## src/rtl/link_sig_pkg.sv

```systemverilog
package link_sig_pkg;

    //////////////////////////////////////////////////
    // Datapath widths
    //////////////////////////////////////////////////

    // PRBS state and equation mask
    localparam int PRBS_W = 32;

    // Received channel sample, two's complement
    localparam int SMP_W = 12;

    // Channel tap coefficients, two's complement
    localparam int TAP_W = 8;

    //////////////////////////////////////////////////
    // Datapath items
    //////////////////////////////////////////////////

    // One transmitted symbol, one per unit interval
    typedef struct packed {
        logic vld;
        logic data;
    } link_sym_t;

    // Channel output sample
    typedef struct packed {
        logic                    vld;
        logic signed [SMP_W-1:0] smp;
    } link_smp_t;

endpackage

```

## src/rtl/link_cfg_pkg.sv

```systemverilog
package link_cfg_pkg;

    //////////////////////////////////////////////////
    // APB bus
    //////////////////////////////////////////////////

    localparam int APB_AW = 8;
    localparam int APB_DW = 32;

    //////////////////////////////////////////////////
    // Register map
    //////////////////////////////////////////////////

    localparam logic [APB_AW-1:0] ADDR_CTRL    = 8'h00;
    localparam logic [APB_AW-1:0] ADDR_SEED    = 8'h04;
    localparam logic [APB_AW-1:0] ADDR_EQN     = 8'h08;
    localparam logic [APB_AW-1:0] ADDR_OSC     = 8'h0C;
    localparam logic [APB_AW-1:0] ADDR_TAPS    = 8'h10;
    // Read only from here on
    localparam logic [APB_AW-1:0] ADDR_ERR_CNT = 8'h14;
    localparam logic [APB_AW-1:0] ADDR_BIT_CNT = 8'h18;
    localparam logic [APB_AW-1:0] ADDR_STATUS  = 8'h1C;

    // CTRL bits, inj_err and clear are write-one pulses
    localparam int CTRL_EN_BIT  = 0;
    localparam int CTRL_INJ_BIT = 1;
    localparam int CTRL_CLR_BIT = 2;

    // Byte lanes inside OSC and TAPS
    localparam int LO_FIELD_LSB = 0;
    localparam int HI_FIELD_LSB = 8;

    localparam int OSC_W     = 8;
    localparam int ERR_CNT_W = 16;
    localparam int BIT_CNT_W = 32;

    // Reset values
    localparam logic [link_sig_pkg::PRBS_W-1:0] SEED_RST = 32'h0000_0001;
    localparam logic [link_sig_pkg::PRBS_W-1:0] EQN_RST  = 32'h0000_0060;
    localparam logic [OSC_W-1:0]                OSC_RST  = 8'd2;
    localparam logic signed [link_sig_pkg::TAP_W-1:0] TAP_MAIN_RST = 8'sd64;
    localparam logic signed [link_sig_pkg::TAP_W-1:0] TAP_POST_RST = 8'sd0;

    //////////////////////////////////////////////////
    // Register block outputs and status input
    //////////////////////////////////////////////////

    typedef struct packed {
        logic                                   enable;
        logic [link_sig_pkg::PRBS_W-1:0]        seed;
        logic [link_sig_pkg::PRBS_W-1:0]        eqn;
        logic [OSC_W-1:0]                       t_lo;
        logic [OSC_W-1:0]                       t_hi;
        logic signed [link_sig_pkg::TAP_W-1:0]  tap_main;
        logic signed [link_sig_pkg::TAP_W-1:0]  tap_post;
    } link_cfg_t;

    typedef struct packed {
        logic inj_err;
        logic clear;
    } link_pulse_t;

    typedef struct packed {
        logic [ERR_CNT_W-1:0] err_cnt;
        logic [BIT_CNT_W-1:0] bit_cnt;
        logic                 locked;
    } link_stat_t;

endpackage

```

## src/rtl/link_regs.sv

```systemverilog
`timescale 1ns/10ps

module link_regs (
    input  logic                              emu_clk,
    input  logic                              emu_rst,
    input  logic [link_cfg_pkg::APB_AW-1:0]   paddr_i,
    input  logic                              psel_i,
    input  logic                              penable_i,
    input  logic                              pwrite_i,
    input  logic [link_cfg_pkg::APB_DW-1:0]   pwdata_i,
    output logic [link_cfg_pkg::APB_DW-1:0]   prdata_o,
    output logic                              pready_o,
    output logic                              pslverr_o,
    input  link_cfg_pkg::link_stat_t          stat_i,
    output link_cfg_pkg::link_cfg_t           cfg_o,
    output link_cfg_pkg::link_pulse_t         pulse_o
);
    import link_cfg_pkg::*;
    import link_sig_pkg::*;

    logic        access;
    logic        mapped;
    logic        read_only;
    logic        wr_en;
    link_cfg_t   cfg_q;
    link_pulse_t pulse_q;

    //////////////////////////////////////////////////
    // Address decode
    //////////////////////////////////////////////////

    assign access = psel_i & penable_i;

    always_comb begin
        mapped    = 1'b1;
        read_only = 1'b0;
        case (paddr_i)
            ADDR_CTRL, ADDR_SEED, ADDR_EQN, ADDR_OSC, ADDR_TAPS: read_only = 1'b0;
            ADDR_ERR_CNT, ADDR_BIT_CNT, ADDR_STATUS:            read_only = 1'b1;
            default:                                            mapped    = 1'b0;
        endcase
    end

    // No wait states
    assign pready_o  = 1'b1;
    assign pslverr_o = access & (~mapped | (pwrite_i & read_only));
    assign wr_en     = access & pwrite_i & mapped & ~read_only;

    //////////////////////////////////////////////////
    // Configuration and pulses
    //////////////////////////////////////////////////

    always_ff @(posedge emu_clk) begin
        if (emu_rst) begin
            cfg_q.enable   <= 1'b0;
            cfg_q.seed     <= SEED_RST;
            cfg_q.eqn      <= EQN_RST;
            cfg_q.t_lo     <= OSC_RST;
            cfg_q.t_hi     <= OSC_RST;
            cfg_q.tap_main <= TAP_MAIN_RST;
            cfg_q.tap_post <= TAP_POST_RST;
            pulse_q        <= '0;
        end else begin
            // Pulses drop after one cycle
            pulse_q <= '0;
            if (wr_en) begin
                case (paddr_i)
                    ADDR_CTRL: begin
                        cfg_q.enable    <= pwdata_i[CTRL_EN_BIT];
                        pulse_q.inj_err <= pwdata_i[CTRL_INJ_BIT];
                        pulse_q.clear   <= pwdata_i[CTRL_CLR_BIT];
                    end
                    ADDR_SEED: cfg_q.seed <= pwdata_i[PRBS_W-1:0];
                    ADDR_EQN:  cfg_q.eqn  <= pwdata_i[PRBS_W-1:0];
                    ADDR_OSC: begin
                        cfg_q.t_lo <= pwdata_i[LO_FIELD_LSB +: OSC_W];
                        cfg_q.t_hi <= pwdata_i[HI_FIELD_LSB +: OSC_W];
                    end
                    ADDR_TAPS: begin
                        cfg_q.tap_main <= pwdata_i[LO_FIELD_LSB +: TAP_W];
                        cfg_q.tap_post <= pwdata_i[HI_FIELD_LSB +: TAP_W];
                    end
                    default: ;
                endcase
            end
        end
    end

    assign cfg_o   = cfg_q;
    assign pulse_o = pulse_q;

    //////////////////////////////////////////////////
    // Read mux
    //////////////////////////////////////////////////

    always_comb begin
        prdata_o = '0;
        case (paddr_i)
            ADDR_CTRL:    prdata_o[CTRL_EN_BIT] = cfg_q.enable;
            ADDR_SEED:    prdata_o[PRBS_W-1:0] = cfg_q.seed;
            ADDR_EQN:     prdata_o[PRBS_W-1:0] = cfg_q.eqn;
            ADDR_OSC: begin
                prdata_o[LO_FIELD_LSB +: OSC_W] = cfg_q.t_lo;
                prdata_o[HI_FIELD_LSB +: OSC_W] = cfg_q.t_hi;
            end
            ADDR_TAPS: begin
                prdata_o[LO_FIELD_LSB +: TAP_W] = cfg_q.tap_main;
                prdata_o[HI_FIELD_LSB +: TAP_W] = cfg_q.tap_post;
            end
            ADDR_ERR_CNT: prdata_o[ERR_CNT_W-1:0] = stat_i.err_cnt;
            ADDR_BIT_CNT: prdata_o[BIT_CNT_W-1:0] = stat_i.bit_cnt;
            ADDR_STATUS:  prdata_o[0] = stat_i.locked;
            default: ;
        endcase
    end

    // Access phase always comes right after its setup phase
    apb_setup_before_access: assert property (
        @(posedge emu_clk) disable iff (emu_rst)
        penable_i |-> psel_i && $past(psel_i && !penable_i)
    );

endmodule

```

## src/rtl/tx_clk_osc.sv

```systemverilog
`timescale 1ns/10ps

module tx_clk_osc (
    input  logic                    emu_clk,
    input  logic                    emu_rst,
    input  link_cfg_pkg::link_cfg_t cfg_i,
    output logic                    ui_stb_o
);
    import link_cfg_pkg::*;

    logic [OSC_W-1:0] cnt_q;
    logic             clk_val_q;
    logic             lo_done;
    logic             hi_done;

    assign lo_done = ~clk_val_q & (cnt_q == cfg_i.t_lo - 8'd1);
    assign hi_done =  clk_val_q & (cnt_q == cfg_i.t_hi - 8'd1);

    // Low phase first, then high phase
    always_ff @(posedge emu_clk) begin
        if (emu_rst || !cfg_i.enable) begin
            cnt_q     <= '0;
            clk_val_q <= 1'b0;
        end else if (lo_done || hi_done) begin
            cnt_q     <= '0;
            clk_val_q <= ~clk_val_q;
        end else begin
            cnt_q <= cnt_q + 8'd1;
        end
    end

    // Strobe on the low to high change
    always_ff @(posedge emu_clk) begin
        if (emu_rst) begin
            ui_stb_o <= 1'b0;
        end else begin
            ui_stb_o <= cfg_i.enable & lo_done;
        end
    end

    osc_times_nonzero: assert property (
        @(posedge emu_clk) disable iff (emu_rst)
        cfg_i.enable |-> (cfg_i.t_lo != '0) && (cfg_i.t_hi != '0)
    );

endmodule

```

## src/rtl/prbs_gen.sv

```systemverilog
`timescale 1ns/10ps

module prbs_gen (
    input  logic                      emu_clk,
    input  logic                      emu_rst,
    input  link_cfg_pkg::link_cfg_t   cfg_i,
    input  logic                      inj_err_i,
    input  logic                      ui_stb_i,
    output link_sig_pkg::link_sym_t   sym_o
);
    import link_sig_pkg::*;

    logic [PRBS_W-1:0] state_q;
    logic              fb_bit;
    logic              inj_pend_q;
    logic              sym_vld_q;
    logic              sym_data_q;

    // Fibonacci feedback
    assign fb_bit = ^(state_q & cfg_i.eqn);

    always_ff @(posedge emu_clk) begin
        if (emu_rst) begin
            state_q    <= PRBS_W'(1);
            inj_pend_q <= 1'b0;
            sym_vld_q  <= 1'b0;
        end else begin
            sym_vld_q <= ui_stb_i;
            if (ui_stb_i) begin
                // A strobe in flight still shifts after disable
                state_q    <= {state_q[PRBS_W-2:0], fb_bit};
                inj_pend_q <= inj_err_i;
            end else begin
                inj_pend_q <= inj_pend_q | inj_err_i;
                if (!cfg_i.enable) begin
                    state_q <= cfg_i.seed;
                end
            end
        end
    end

    // Only the sent copy is flipped
    always_ff @(posedge emu_clk) begin
        if (ui_stb_i) begin
            sym_data_q <= fb_bit ^ inj_pend_q;
        end
    end

    assign sym_o.vld  = sym_vld_q;
    assign sym_o.data = sym_data_q;

    // All-zero state would lock up the sequence
    prbs_state_nonzero: assert property (
        @(posedge emu_clk) disable iff (emu_rst)
        cfg_i.enable |-> state_q != '0
    );

endmodule

```

## src/rtl/chan_isi.sv

```systemverilog
`timescale 1ns/10ps

module chan_isi (
    input  logic                      emu_clk,
    input  logic                      emu_rst,
    input  link_cfg_pkg::link_cfg_t   cfg_i,
    input  link_sig_pkg::link_sym_t   sym_i,
    output link_sig_pkg::link_smp_t   smp_o
);
    import link_sig_pkg::*;

    logic                    prev_q;
    logic                    smp_vld_q;
    logic signed [SMP_W-1:0] smp_q;
    logic signed [SMP_W-1:0] smp_d;

    // Tap times a +1 or -1 symbol
    function automatic logic signed [SMP_W-1:0] tap_term(
        input logic signed [TAP_W-1:0] tap,
        input logic                    data
    );
        logic signed [SMP_W-1:0] ext;
        ext = {{(SMP_W-TAP_W){tap[TAP_W-1]}}, tap};
        return data ? ext : -ext;
    endfunction

    //////////////////////////////////////////////////
    // Main cursor plus one postcursor
    //////////////////////////////////////////////////

    assign smp_d = tap_term(cfg_i.tap_main, sym_i.data) + tap_term(cfg_i.tap_post, prev_q);

    always_ff @(posedge emu_clk) begin
        if (emu_rst) begin
            prev_q    <= 1'b1;
            smp_vld_q <= 1'b0;
        end else begin
            smp_vld_q <= sym_i.vld;
            if (sym_i.vld) begin
                prev_q <= sym_i.data;
            end else if (!cfg_i.enable) begin
                // Idle line, next window starts from +1
                prev_q <= 1'b1;
            end
        end
    end

    always_ff @(posedge emu_clk) begin
        if (sym_i.vld) begin
            smp_q <= smp_d;
        end
    end

    assign smp_o.vld = smp_vld_q;
    assign smp_o.smp = smp_q;

endmodule

```

## src/rtl/rx_prbs_checker.sv

```systemverilog
`timescale 1ns/10ps

module rx_prbs_checker (
    input  logic                      emu_clk,
    input  logic                      emu_rst,
    input  link_cfg_pkg::link_cfg_t   cfg_i,
    input  logic                      clear_i,
    input  link_sig_pkg::link_smp_t   smp_i,
    output link_cfg_pkg::link_stat_t  stat_o
);
    import link_sig_pkg::*;
    import link_cfg_pkg::*;

    logic                 rx_bit;
    logic                 pred_bit;
    logic                 chk_en;
    logic                 en_q;
    logic                 en_rise;
    logic [PRBS_W-1:0]    hist_q;
    logic [4:0]           rcv_cnt_q;
    logic                 locked_q;
    logic [ERR_CNT_W-1:0] err_cnt_q;
    logic [BIT_CNT_W-1:0] bit_cnt_q;

    //////////////////////////////////////////////////
    // Slicer and prediction
    //////////////////////////////////////////////////

    // Zero or positive slices to 1
    assign rx_bit   = ~smp_i.smp[SMP_W-1];
    assign pred_bit = ^(hist_q & cfg_i.eqn);
    assign chk_en   = smp_i.vld & cfg_i.enable;
    assign en_rise  = cfg_i.enable & ~en_q;

    // Sliced bit history, newest in bit 0
    always_ff @(posedge emu_clk) begin
        if (smp_i.vld) begin
            hist_q <= {hist_q[PRBS_W-2:0], rx_bit};
        end
    end

    // Lock after a full history of received bits
    always_ff @(posedge emu_clk) begin
        if (emu_rst) begin
            en_q      <= 1'b0;
            rcv_cnt_q <= '0;
            locked_q  <= 1'b0;
        end else begin
            en_q <= cfg_i.enable;
            if (en_rise) begin
                rcv_cnt_q <= '0;
                locked_q  <= 1'b0;
            end else if (chk_en && !locked_q) begin
                rcv_cnt_q <= rcv_cnt_q + 5'd1;
                if (rcv_cnt_q == '1) begin
                    locked_q <= 1'b1;
                end
            end
        end
    end

    //////////////////////////////////////////////////
    // Counters
    //////////////////////////////////////////////////

    always_ff @(posedge emu_clk) begin
        if (emu_rst || en_rise || clear_i) begin
            err_cnt_q <= '0;
            bit_cnt_q <= '0;
        end else if (chk_en && locked_q) begin
            bit_cnt_q <= bit_cnt_q + 32'd1;
            // Saturates at all ones
            if (rx_bit != pred_bit && err_cnt_q != '1) begin
                err_cnt_q <= err_cnt_q + 16'd1;
            end
        end
    end

    assign stat_o.err_cnt = err_cnt_q;
    assign stat_o.bit_cnt = bit_cnt_q;
    assign stat_o.locked  = locked_q;

endmodule

```

## src/rtl/emu_link_top.sv

```systemverilog
`timescale 1ns/10ps

module emu_link_top (
    input  logic                            emu_clk,
    input  logic                            emu_rst,
    input  logic [link_cfg_pkg::APB_AW-1:0] paddr_i,
    input  logic                            psel_i,
    input  logic                            penable_i,
    input  logic                            pwrite_i,
    input  logic [link_cfg_pkg::APB_DW-1:0] pwdata_i,
    output logic [link_cfg_pkg::APB_DW-1:0] prdata_o,
    output logic                            pready_o,
    output logic                            pslverr_o,
    output link_sig_pkg::link_smp_t         smp_o
);
    import link_cfg_pkg::*;
    import link_sig_pkg::*;

    link_cfg_t   cfg;
    link_pulse_t pulse;
    link_stat_t  stat;
    logic        ui_stb;
    link_sym_t   sym;
    link_smp_t   smp;

    //////////////////////////////////////////////////
    // Control
    //////////////////////////////////////////////////

    link_regs regs_i (
        .emu_clk   (emu_clk),
        .emu_rst   (emu_rst),
        .paddr_i   (paddr_i),
        .psel_i    (psel_i),
        .penable_i (penable_i),
        .pwrite_i  (pwrite_i),
        .pwdata_i  (pwdata_i),
        .prdata_o  (prdata_o),
        .pready_o  (pready_o),
        .pslverr_o (pslverr_o),
        .stat_i    (stat),
        .cfg_o     (cfg),
        .pulse_o   (pulse)
    );

    tx_clk_osc osc_i (
        .emu_clk  (emu_clk),
        .emu_rst  (emu_rst),
        .cfg_i    (cfg),
        .ui_stb_o (ui_stb)
    );

    //////////////////////////////////////////////////
    // Datapath, strobe to counters in 3 cycles
    //////////////////////////////////////////////////

    prbs_gen prbs_i (
        .emu_clk   (emu_clk),
        .emu_rst   (emu_rst),
        .cfg_i     (cfg),
        .inj_err_i (pulse.inj_err),
        .ui_stb_i  (ui_stb),
        .sym_o     (sym)
    );

    chan_isi chan_i (
        .emu_clk (emu_clk),
        .emu_rst (emu_rst),
        .cfg_i   (cfg),
        .sym_i   (sym),
        .smp_o   (smp)
    );

    rx_prbs_checker chk_i (
        .emu_clk (emu_clk),
        .emu_rst (emu_rst),
        .cfg_i   (cfg),
        .clear_i (pulse.clear),
        .smp_i   (smp),
        .stat_o  (stat)
    );

    assign smp_o = smp;

endmodule

```

## config.mk

```make
export PLATFORM = sky130hd
export DESIGN_NAME = emu_link_top
export DESIGN_NICKNAME = d
export VERILOG_FILES = /design/src/rtl/link_sig_pkg.sv /design/src/rtl/link_cfg_pkg.sv /design/src/rtl/link_regs.sv /design/src/rtl/tx_clk_osc.sv /design/src/rtl/prbs_gen.sv /design/src/rtl/chan_isi.sv /design/src/rtl/rx_prbs_checker.sv /design/src/rtl/emu_link_top.sv
export SDC_FILE = /design/constraint.sdc
export NUM_CORES = 1
export LEC_CHECK = 0
export BUFFER_PORTS_ARGS = -buffer_cell sky130_fd_sc_hd__buf_2
export CORE_MARGIN = 1.5
export CORE_UTILIZATION = 38
export CTS_BUF_LIST = sky130_fd_sc_hd__clkbuf_8
export DETAILED_ROUTE_END_ITERATION = 6
export GPL_ROUTABILITY_DRIVEN = 0
export PLACE_DENSITY_LB_ADDON = 0.12
export SLEW_MARGIN = 10
export SYNTH_ARGS = -nofsm -noshare
export SYNTH_HDL_FRONTEND = slang
export SYNTH_SLANG_ARGS = --single-unit
```

## constraint.sdc

```tcl
create_clock -name emu_clk -period 3.55 [get_ports emu_clk]
set_clock_uncertainty 0.1 [all_clocks]
set_input_delay 0.5325 -clock emu_clk [delete_from_list [all_inputs] [get_ports emu_clk]]
set_output_delay 0.5325 -clock emu_clk [all_outputs]
set_load 0.02 [all_outputs]
```

# After elaboration in Yosys (flattened, before gate mapping)
# Index checks and enable logic that the tools add are counted.
[word_totals] regBits=245 wordCells=107
[classes] n_reduce_logical=24 n_bitwise=23 n_addsub=9 muxes=12 eq_ne=14
[op_table] op="15-bit case mux with 6 select lines" count=1
[op_table] op="32-bit bitwise AND" count=2
[op_table] op="32-bit 2-to-1 mux" count=2
[op_table] op="32-bit parity" count=2
[op_table] op="16-bit case mux with 3 select lines" count=1
[op_table] op="32-bit by 1-bit adder with 32-bit output (second input constant)" count=1
[op_table] op="8-bit by 5-bit == test with 1-bit output (second input constant)" count=4
[op_table] op="12-bit 2-to-1 mux" count=2
[op_table] op="8-bit negation with 12-bit output" count=2
[op_table] op="16-bit by 1-bit adder with 16-bit output (second input constant)" count=1
[op_table] op="8-bit by 4-bit == test with 1-bit output (second input constant)" count=2
[op_table] op="8-bit == test" count=2
[op_table] op="16-bit inequality test (second input constant)" count=1
[op_table] op="8-bit by 1-bit subtractor with 8-bit output (second input constant)" count=2
[op_table] op="2-bit AND reduction" count=7
[op_table] op="12-bit adder" count=1
[op_table] op="1-bit bitwise AND" count=11
[op_table] op="8-bit by 1-bit adder with 8-bit output (second input constant)" count=1
[op_table] op="8-bit by 3-bit == test with 1-bit output (second input constant)" count=1
[op_table] op="8-bit zero test" count=1
[op_table] op="1-bit case mux with 8 select lines" count=1
[op_table] op="8-bit OR reduction" count=1
[op_table] op="1-bit inverter" count=7
[op_table] op="3-bit OR reduction" count=2
[op_table] op="11 further kinds" count=24

# Logic depth before layout (Yosys ltp)
[logic_depth] word_depth=7 mapped_depth=14 ltp_nobuf=14

# Hierarchy
# A second synthesis with hierarchy kept.
[unflattened] cells_unflattened=1430 area_unflattened_um2=13307.8
[by_module_without_submodules] mod="link_regs" cells_per_inst=542 area_per_inst_um2=5331.4 n_inst=1
[by_module_without_submodules] mod="rx_prbs_checker" cells_per_inst=384 area_per_inst_um2=3801.1 n_inst=1
[by_module_without_submodules] mod="prbs_gen" cells_per_inst=247 area_per_inst_um2=1939.4 n_inst=1
[by_module_without_submodules] mod="chan_isi" cells_per_inst=145 area_per_inst_um2=1321.3 n_inst=1
[by_module_without_submodules] mod="tx_clk_osc" cells_per_inst=112 area_per_inst_um2=914.6 n_inst=1

# Worst setup path after synthesis
# OpenSTA, ideal clock, no wires.
[synth_timing] path_kind="register to register" startpoint="register chan_i.smp_vld_q" endpoint="register chk_i.bit_cnt_q[31]" setup_slack_ns=0.704 stages_incl_launch_ff=8 path_buffers=1 arrival_ns=2.619 path_cell_list="dfxtp_1 > and3_1 > clkbuf_1 > nand4_1 > nor3_1 > nand4_1 > xor2_1 > nor2_1"
[synth_via] elab_chain_len=2
[synth_lines] item="start: declaration" line_no="chan_isi.sv:13" rtl="logic smp_vld_q;"
[synth_lines] item="start signal: assignment" line_no="chan_isi.sv:38" rtl="smp_vld_q <= sym_i.vld;"
[synth_lines] item="1-bit bitwise AND" line_no="rx_prbs_checker.sv:32" rtl="assign chk_en = smp_i.vld & cfg_i.enable;"
[synth_lines] item="1-bit logical AND" line_no="rx_prbs_checker.sv:70" rtl="end else if (chk_en && locked_q) begin"
[synth_lines] item="end signal: assignment" line_no="rx_prbs_checker.sv:71" rtl="bit_cnt_q <= bit_cnt_q + 32'd1;"
[synth_lines] item="end: declaration" line_no="rx_prbs_checker.sv:23" rtl="logic [BIT_CNT_W-1:0] bit_cnt_q;"
# Every way passes these cells.
# A chain may end at the register's enable or synchronous reset.

# Worst setup path after layout
[layout_timing] startpoint="register regs_i.cfg_q, in the netlist regs_i.cfg_o[0]" endpoint="register chan_i.smp_q[9] (data pin)"
[layout_via] elab_chain_len=3
[layout_lines] item="start: declaration" line_no="link_regs.sv:25" rtl="link_cfg_t cfg_q;"
[layout_lines] item="8-bit negation with 12-bit output" line_no="chan_isi.sv:24" rtl="return data ? ext : -ext;"
[layout_lines] item="12-bit 2-to-1 mux (*)" line_no="chan_isi.sv:24"
[layout_lines] item="12-bit adder (*)" line_no="chan_isi.sv:31" rtl="assign smp_d = tap_term(cfg_i.tap_main, sym_i.data) + tap_term(cfg_i.tap_post, prev_q);"
[layout_lines] item="net chan_i.smp_d[9]" line_no="chan_isi.sv:15" rtl="logic signed [SMP_W-1:0] smp_d;"
[layout_lines] item="end signal: assignment" line_no="chan_isi.sv:50" rtl="smp_q <= smp_d;"
[layout_lines] item="end: declaration" line_no="chan_isi.sv:14" rtl="logic signed [SMP_W-1:0] smp_q;"
# Mark *: on every way through the listed nets, which the timed path passes. The rest lies on a longest branch.

==> flow_summary.toml <==
[run_status]
outcome = "finished clean"

[drt]
drc = 0
final_antenna_net_count = 0
routed_wirelength_um = 37870
vias_after_detailed_routing = 10280
drt_first_pass_iters = 6
routedWlPerCell_um = 19.30
post_drt_via_cell_ratio = 5.241
initialDrtViolationCount = 831

[worst_setup_path]
ff2ff_setup_slack_ps = 520
crit_arrival_ps = 3250
critPathCaptureType = "flip-flop"
critical_path.reg2reg.startpoint = "regs_i.cfg_o[0]"
critPathLaunch = "regs_i.cfg_o[0]"
r2r.worst_path.cells = 13
critical_path_required_ps = 3770
criticalPathCategory = "flip-flop to flip-flop"
worstSetupStartpointType = "flip-flop"
critPathMaxFanout = 6
critical_r2r_capture = "chan_i.smp_q[9]"

[layout]
sequential_cell_area_mm2 = 0.005359
layout.cells.most_common = "sky130_fd_sc_hd__nand2_1"
area_delta_synth_final_pct = 15.55
antennaDiodeCount = 0
area_of_combinational_cells_with_multiple_inputs_mm2 = 0.006277
filler_cell_count = 3080
layout_common_cells = "sky130_fd_sc_hd__nand2_1, sky130_fd_sc_hd__dfxtp_1, sky130_fd_sc_hd__nor2_1"
post_route_cells_drive_above_1_share_pct = 13.22
finalNetCount = 1597

[die]
row_count = 64
die_width_um = 180.6
floorplan.die_area_mm2 = 0.03260
fp.coreArea_mm2 = 0.03083
die_height_um = 180.6
floorplan.initialDensity_pct = 38.86
pin_count = 92

[yosys]
async_flop_share_pct = 0
yosysUniqueCellTypes = 54
dominantRegCellSynth = "sky130_fd_sc_hd__dfxtp_1"
syn-num-nets = 1506
avgSynthCellArea_um2 = 8.320
netlist_instances = 1440
synth.ff_latch_count = 245
synth_enable_flop_cells = 45
synth.yosys.warnings = 0
proportion_of_synthesized_chip_area_in_sequential_cells_pct = 44.70
syn_area_mm2 = 0.01198

[sta]
timing.final.crit_share_pct = 85.35
final_hold_viol_count = 0
period_minus_slack_ps = 3030
report.final.slew_viol_count = 0
tightest_slew_ps = 1133
setup_violations = 0
totalNegativeSetupSlack_ps = 0
grt_setup_unrepaired = "false"
fmax_mhz = 330.0
slew-limit-headroom_pct = 24.47

[cts]
number_of_buffers_created_by_cts = 45
htreeDepth = 2
clk_transition_reported_paths_ps = 60
cts_hold_buffers = 0
postCtsSetupBuffers = 0
later_pin_clock_latency_in_the_skew_report_ps = 580
cts-root-buf = "sky130_fd_sc_hd__clkbuf_8"
tritoncts_num_sinks = 245
tritoncts = "built"
longest_clk_path_bufs = 3
postCtsResizedCells = 0

[grt]
first_global_vias = 9791
grt.total_usage_pct = 23.34
grt_antenna_before_repair = 0
grt_pass1_wl_um = 58170
grt_max_degree = 103
gr-total-overflow = 0

[placement]
hpwl_um = 27380
buffer_ports.inserted = 90

[pwr]
leakage_nw = 5.230
post-layout-total-power_mw = 5.617
power-per-cell-area_mw_per_mm2 = 405.7
vdd_drop_max_mv = 0.2262

[worst_hold_path]
worstHoldEndpoint = "regs_i.cfg_o[50]"
timing.hold.worst.class = "input pin to flip-flop"
hold_path_depth = 3
hold_path_startpoint = "pwdata_i[18]"

[run]
max-cap-violations = 0
kinds of logic (layout without fill, tap and decap cells):
| family | Yosys count | in the layout | share of synthesized area (%) |
|---|---|---|---|
| adder cells (fa/ha/maj) | 21 | 21 | 2.256 |
| other | 1 | 1 | 0.03130 |
| buffers and inverters | 99 | 225 | 3.185 |
| XOR/XNOR | 155 | 155 | 11.57 |
| AO/OA/AOI/OAI | 246 | 246 | 12.12 |
| AND/OR/NAND/NOR | 631 | 631 | 22.59 |
| multiplexers | 42 | 42 | 3.550 |
| flip-flops | 245 | 245 | 44.70 |
area by class of cell:
type,instances,area share [%]
multi-input combinational,1096,45.34
tap,396,3.579
inverter,22,0.5965
timing repair buffer,121,5.314
clock inverter,25,0.7953
clock buffer,57,5.667
sequential,245,38.71
layer usage:
metal | track usage, % | vias to the layer above | share of wire (%)
li1 | - | 5065 | -
met1 | 31.49 | 4779 | 45
met3 | 4.224 | 73 | 6.8
met4 | 9.983 | 0 | 3.8
met5 | 0 | - | 0
met2 | 36.64 | 365 | 44
through the flow:
stage          instance area (µm²)  util [%]  hold WS, ps  std cells  setup WS, ps
4_1_cts                      13840     44.91        76.99       1962         518.6
2_1_floorplan                11980         -        313.0       1440         703.8
3_3_place_gp                 12950     42.00        323.4       1880         571.4
6_report                     13840     44.91        113.5       1962         520.1
3_5_place_dp                 12950     42.00        333.8       1880         541.4
5_1_grt                      13840     44.91        100.6       1962         275.3
report_power, final:
group	internal, mW	switching (mW)	total, mW
Combinational	0.0286	0.0860	0.115
Clock	1.44	1.24	2.68
Sequential	2.82	0.0000331	2.82
Total	4.29	1.32	5.62
worst max-delay path, cell delays in order (launching register included):
cell	delay (ps)
sky130_fd_sc_hd__dfxtp_1	420
sky130_fd_sc_hd__inv_1	70
sky130_fd_sc_hd__ha_1	290
sky130_fd_sc_hd__mux2_2	290
sky130_fd_sc_hd__ha_1	300
sky130_fd_sc_hd__a21o_1	180
sky130_fd_sc_hd__a21oi_1	210
sky130_fd_sc_hd__o21ai_0	100
sky130_fd_sc_hd__a21oi_1	220
sky130_fd_sc_hd__o21ai_0	170
sky130_fd_sc_hd__nand2_1	120
sky130_fd_sc_hd__nand2b_1	60
sky130_fd_sc_hd__a21oi_1	170
sky130_fd_sc_hd__xnor2_1	80
cell usage after synthesis (3+ instances only):
master,number,area share [%]
sky130_fd_sc_hd__a21o_1,6,0.38
sky130_fd_sc_hd__a21oi_1,144,6.0
sky130_fd_sc_hd__a22oi_1,61,3.8
sky130_fd_sc_hd__a31oi_1,7,0.37
sky130_fd_sc_hd__and2_1,6,0.31
sky130_fd_sc_hd__and3_1,13,0.68
sky130_fd_sc_hd__and4_1,3,0.22
sky130_fd_sc_hd__buf_1,8,0.25
sky130_fd_sc_hd__clkbuf_1,65,2.0
sky130_fd_sc_hd__dfxtp_1,200,33
sky130_fd_sc_hd__edfxtp_1,45,11
sky130_fd_sc_hd__ha_1,20,2.1
sky130_fd_sc_hd__inv_1,22,0.69
sky130_fd_sc_hd__mux2_2,4,0.38
sky130_fd_sc_hd__mux2i_1,38,3.2
sky130_fd_sc_hd__nand2_1,337,11
sky130_fd_sc_hd__nand2b_1,8,0.42
sky130_fd_sc_hd__nand3_1,42,1.8
sky130_fd_sc_hd__nand3b_1,7,0.44
sky130_fd_sc_hd__nand4_1,13,0.68
sky130_fd_sc_hd__nand4b_1,4,0.29
sky130_fd_sc_hd__nor2_1,154,4.8
sky130_fd_sc_hd__nor2b_1,5,0.26
sky130_fd_sc_hd__nor3_1,15,0.63
sky130_fd_sc_hd__nor3b_1,4,0.25
sky130_fd_sc_hd__nor4_1,3,0.16
sky130_fd_sc_hd__o21ai_0,14,0.58
sky130_fd_sc_hd__or3_1,6,0.31
sky130_fd_sc_hd__xnor2_1,73,5.3
sky130_fd_sc_hd__xor2_1,79,5.8
how the worst max path moves through the flow:
stage	to	slack [ps]	cells past startpoint
4_1_cts	chan_i.smp_q[9]	520	13
5_1_grt	chan_i.smp_q[9]	280	13
6_report	chan_i.smp_q[9]	520	13
3_3_place_gp	chan_i.smp_q[9]	570	13
3_5_place_dp	chan_i.smp_q[9]	540	13
2_1_floorplan	chk_i.bit_cnt_q[31]	700	7
state kept, by name, summed over array words and instances (netlist names), 2 cells and up:
signal	count
osc_i.cnt_q	8
chk_i.bit_cnt_q	32
chan_i.smp_q	12
chk_i.err_cnt_q	16
chk_i.rcv_cnt_q	5
prbs_i.state_q	32
regs_i.pulse_o	2
chk_i.hist_q	32
regs_i.cfg_o	97
Note: power is estimated with default switching activity, not from simulation.
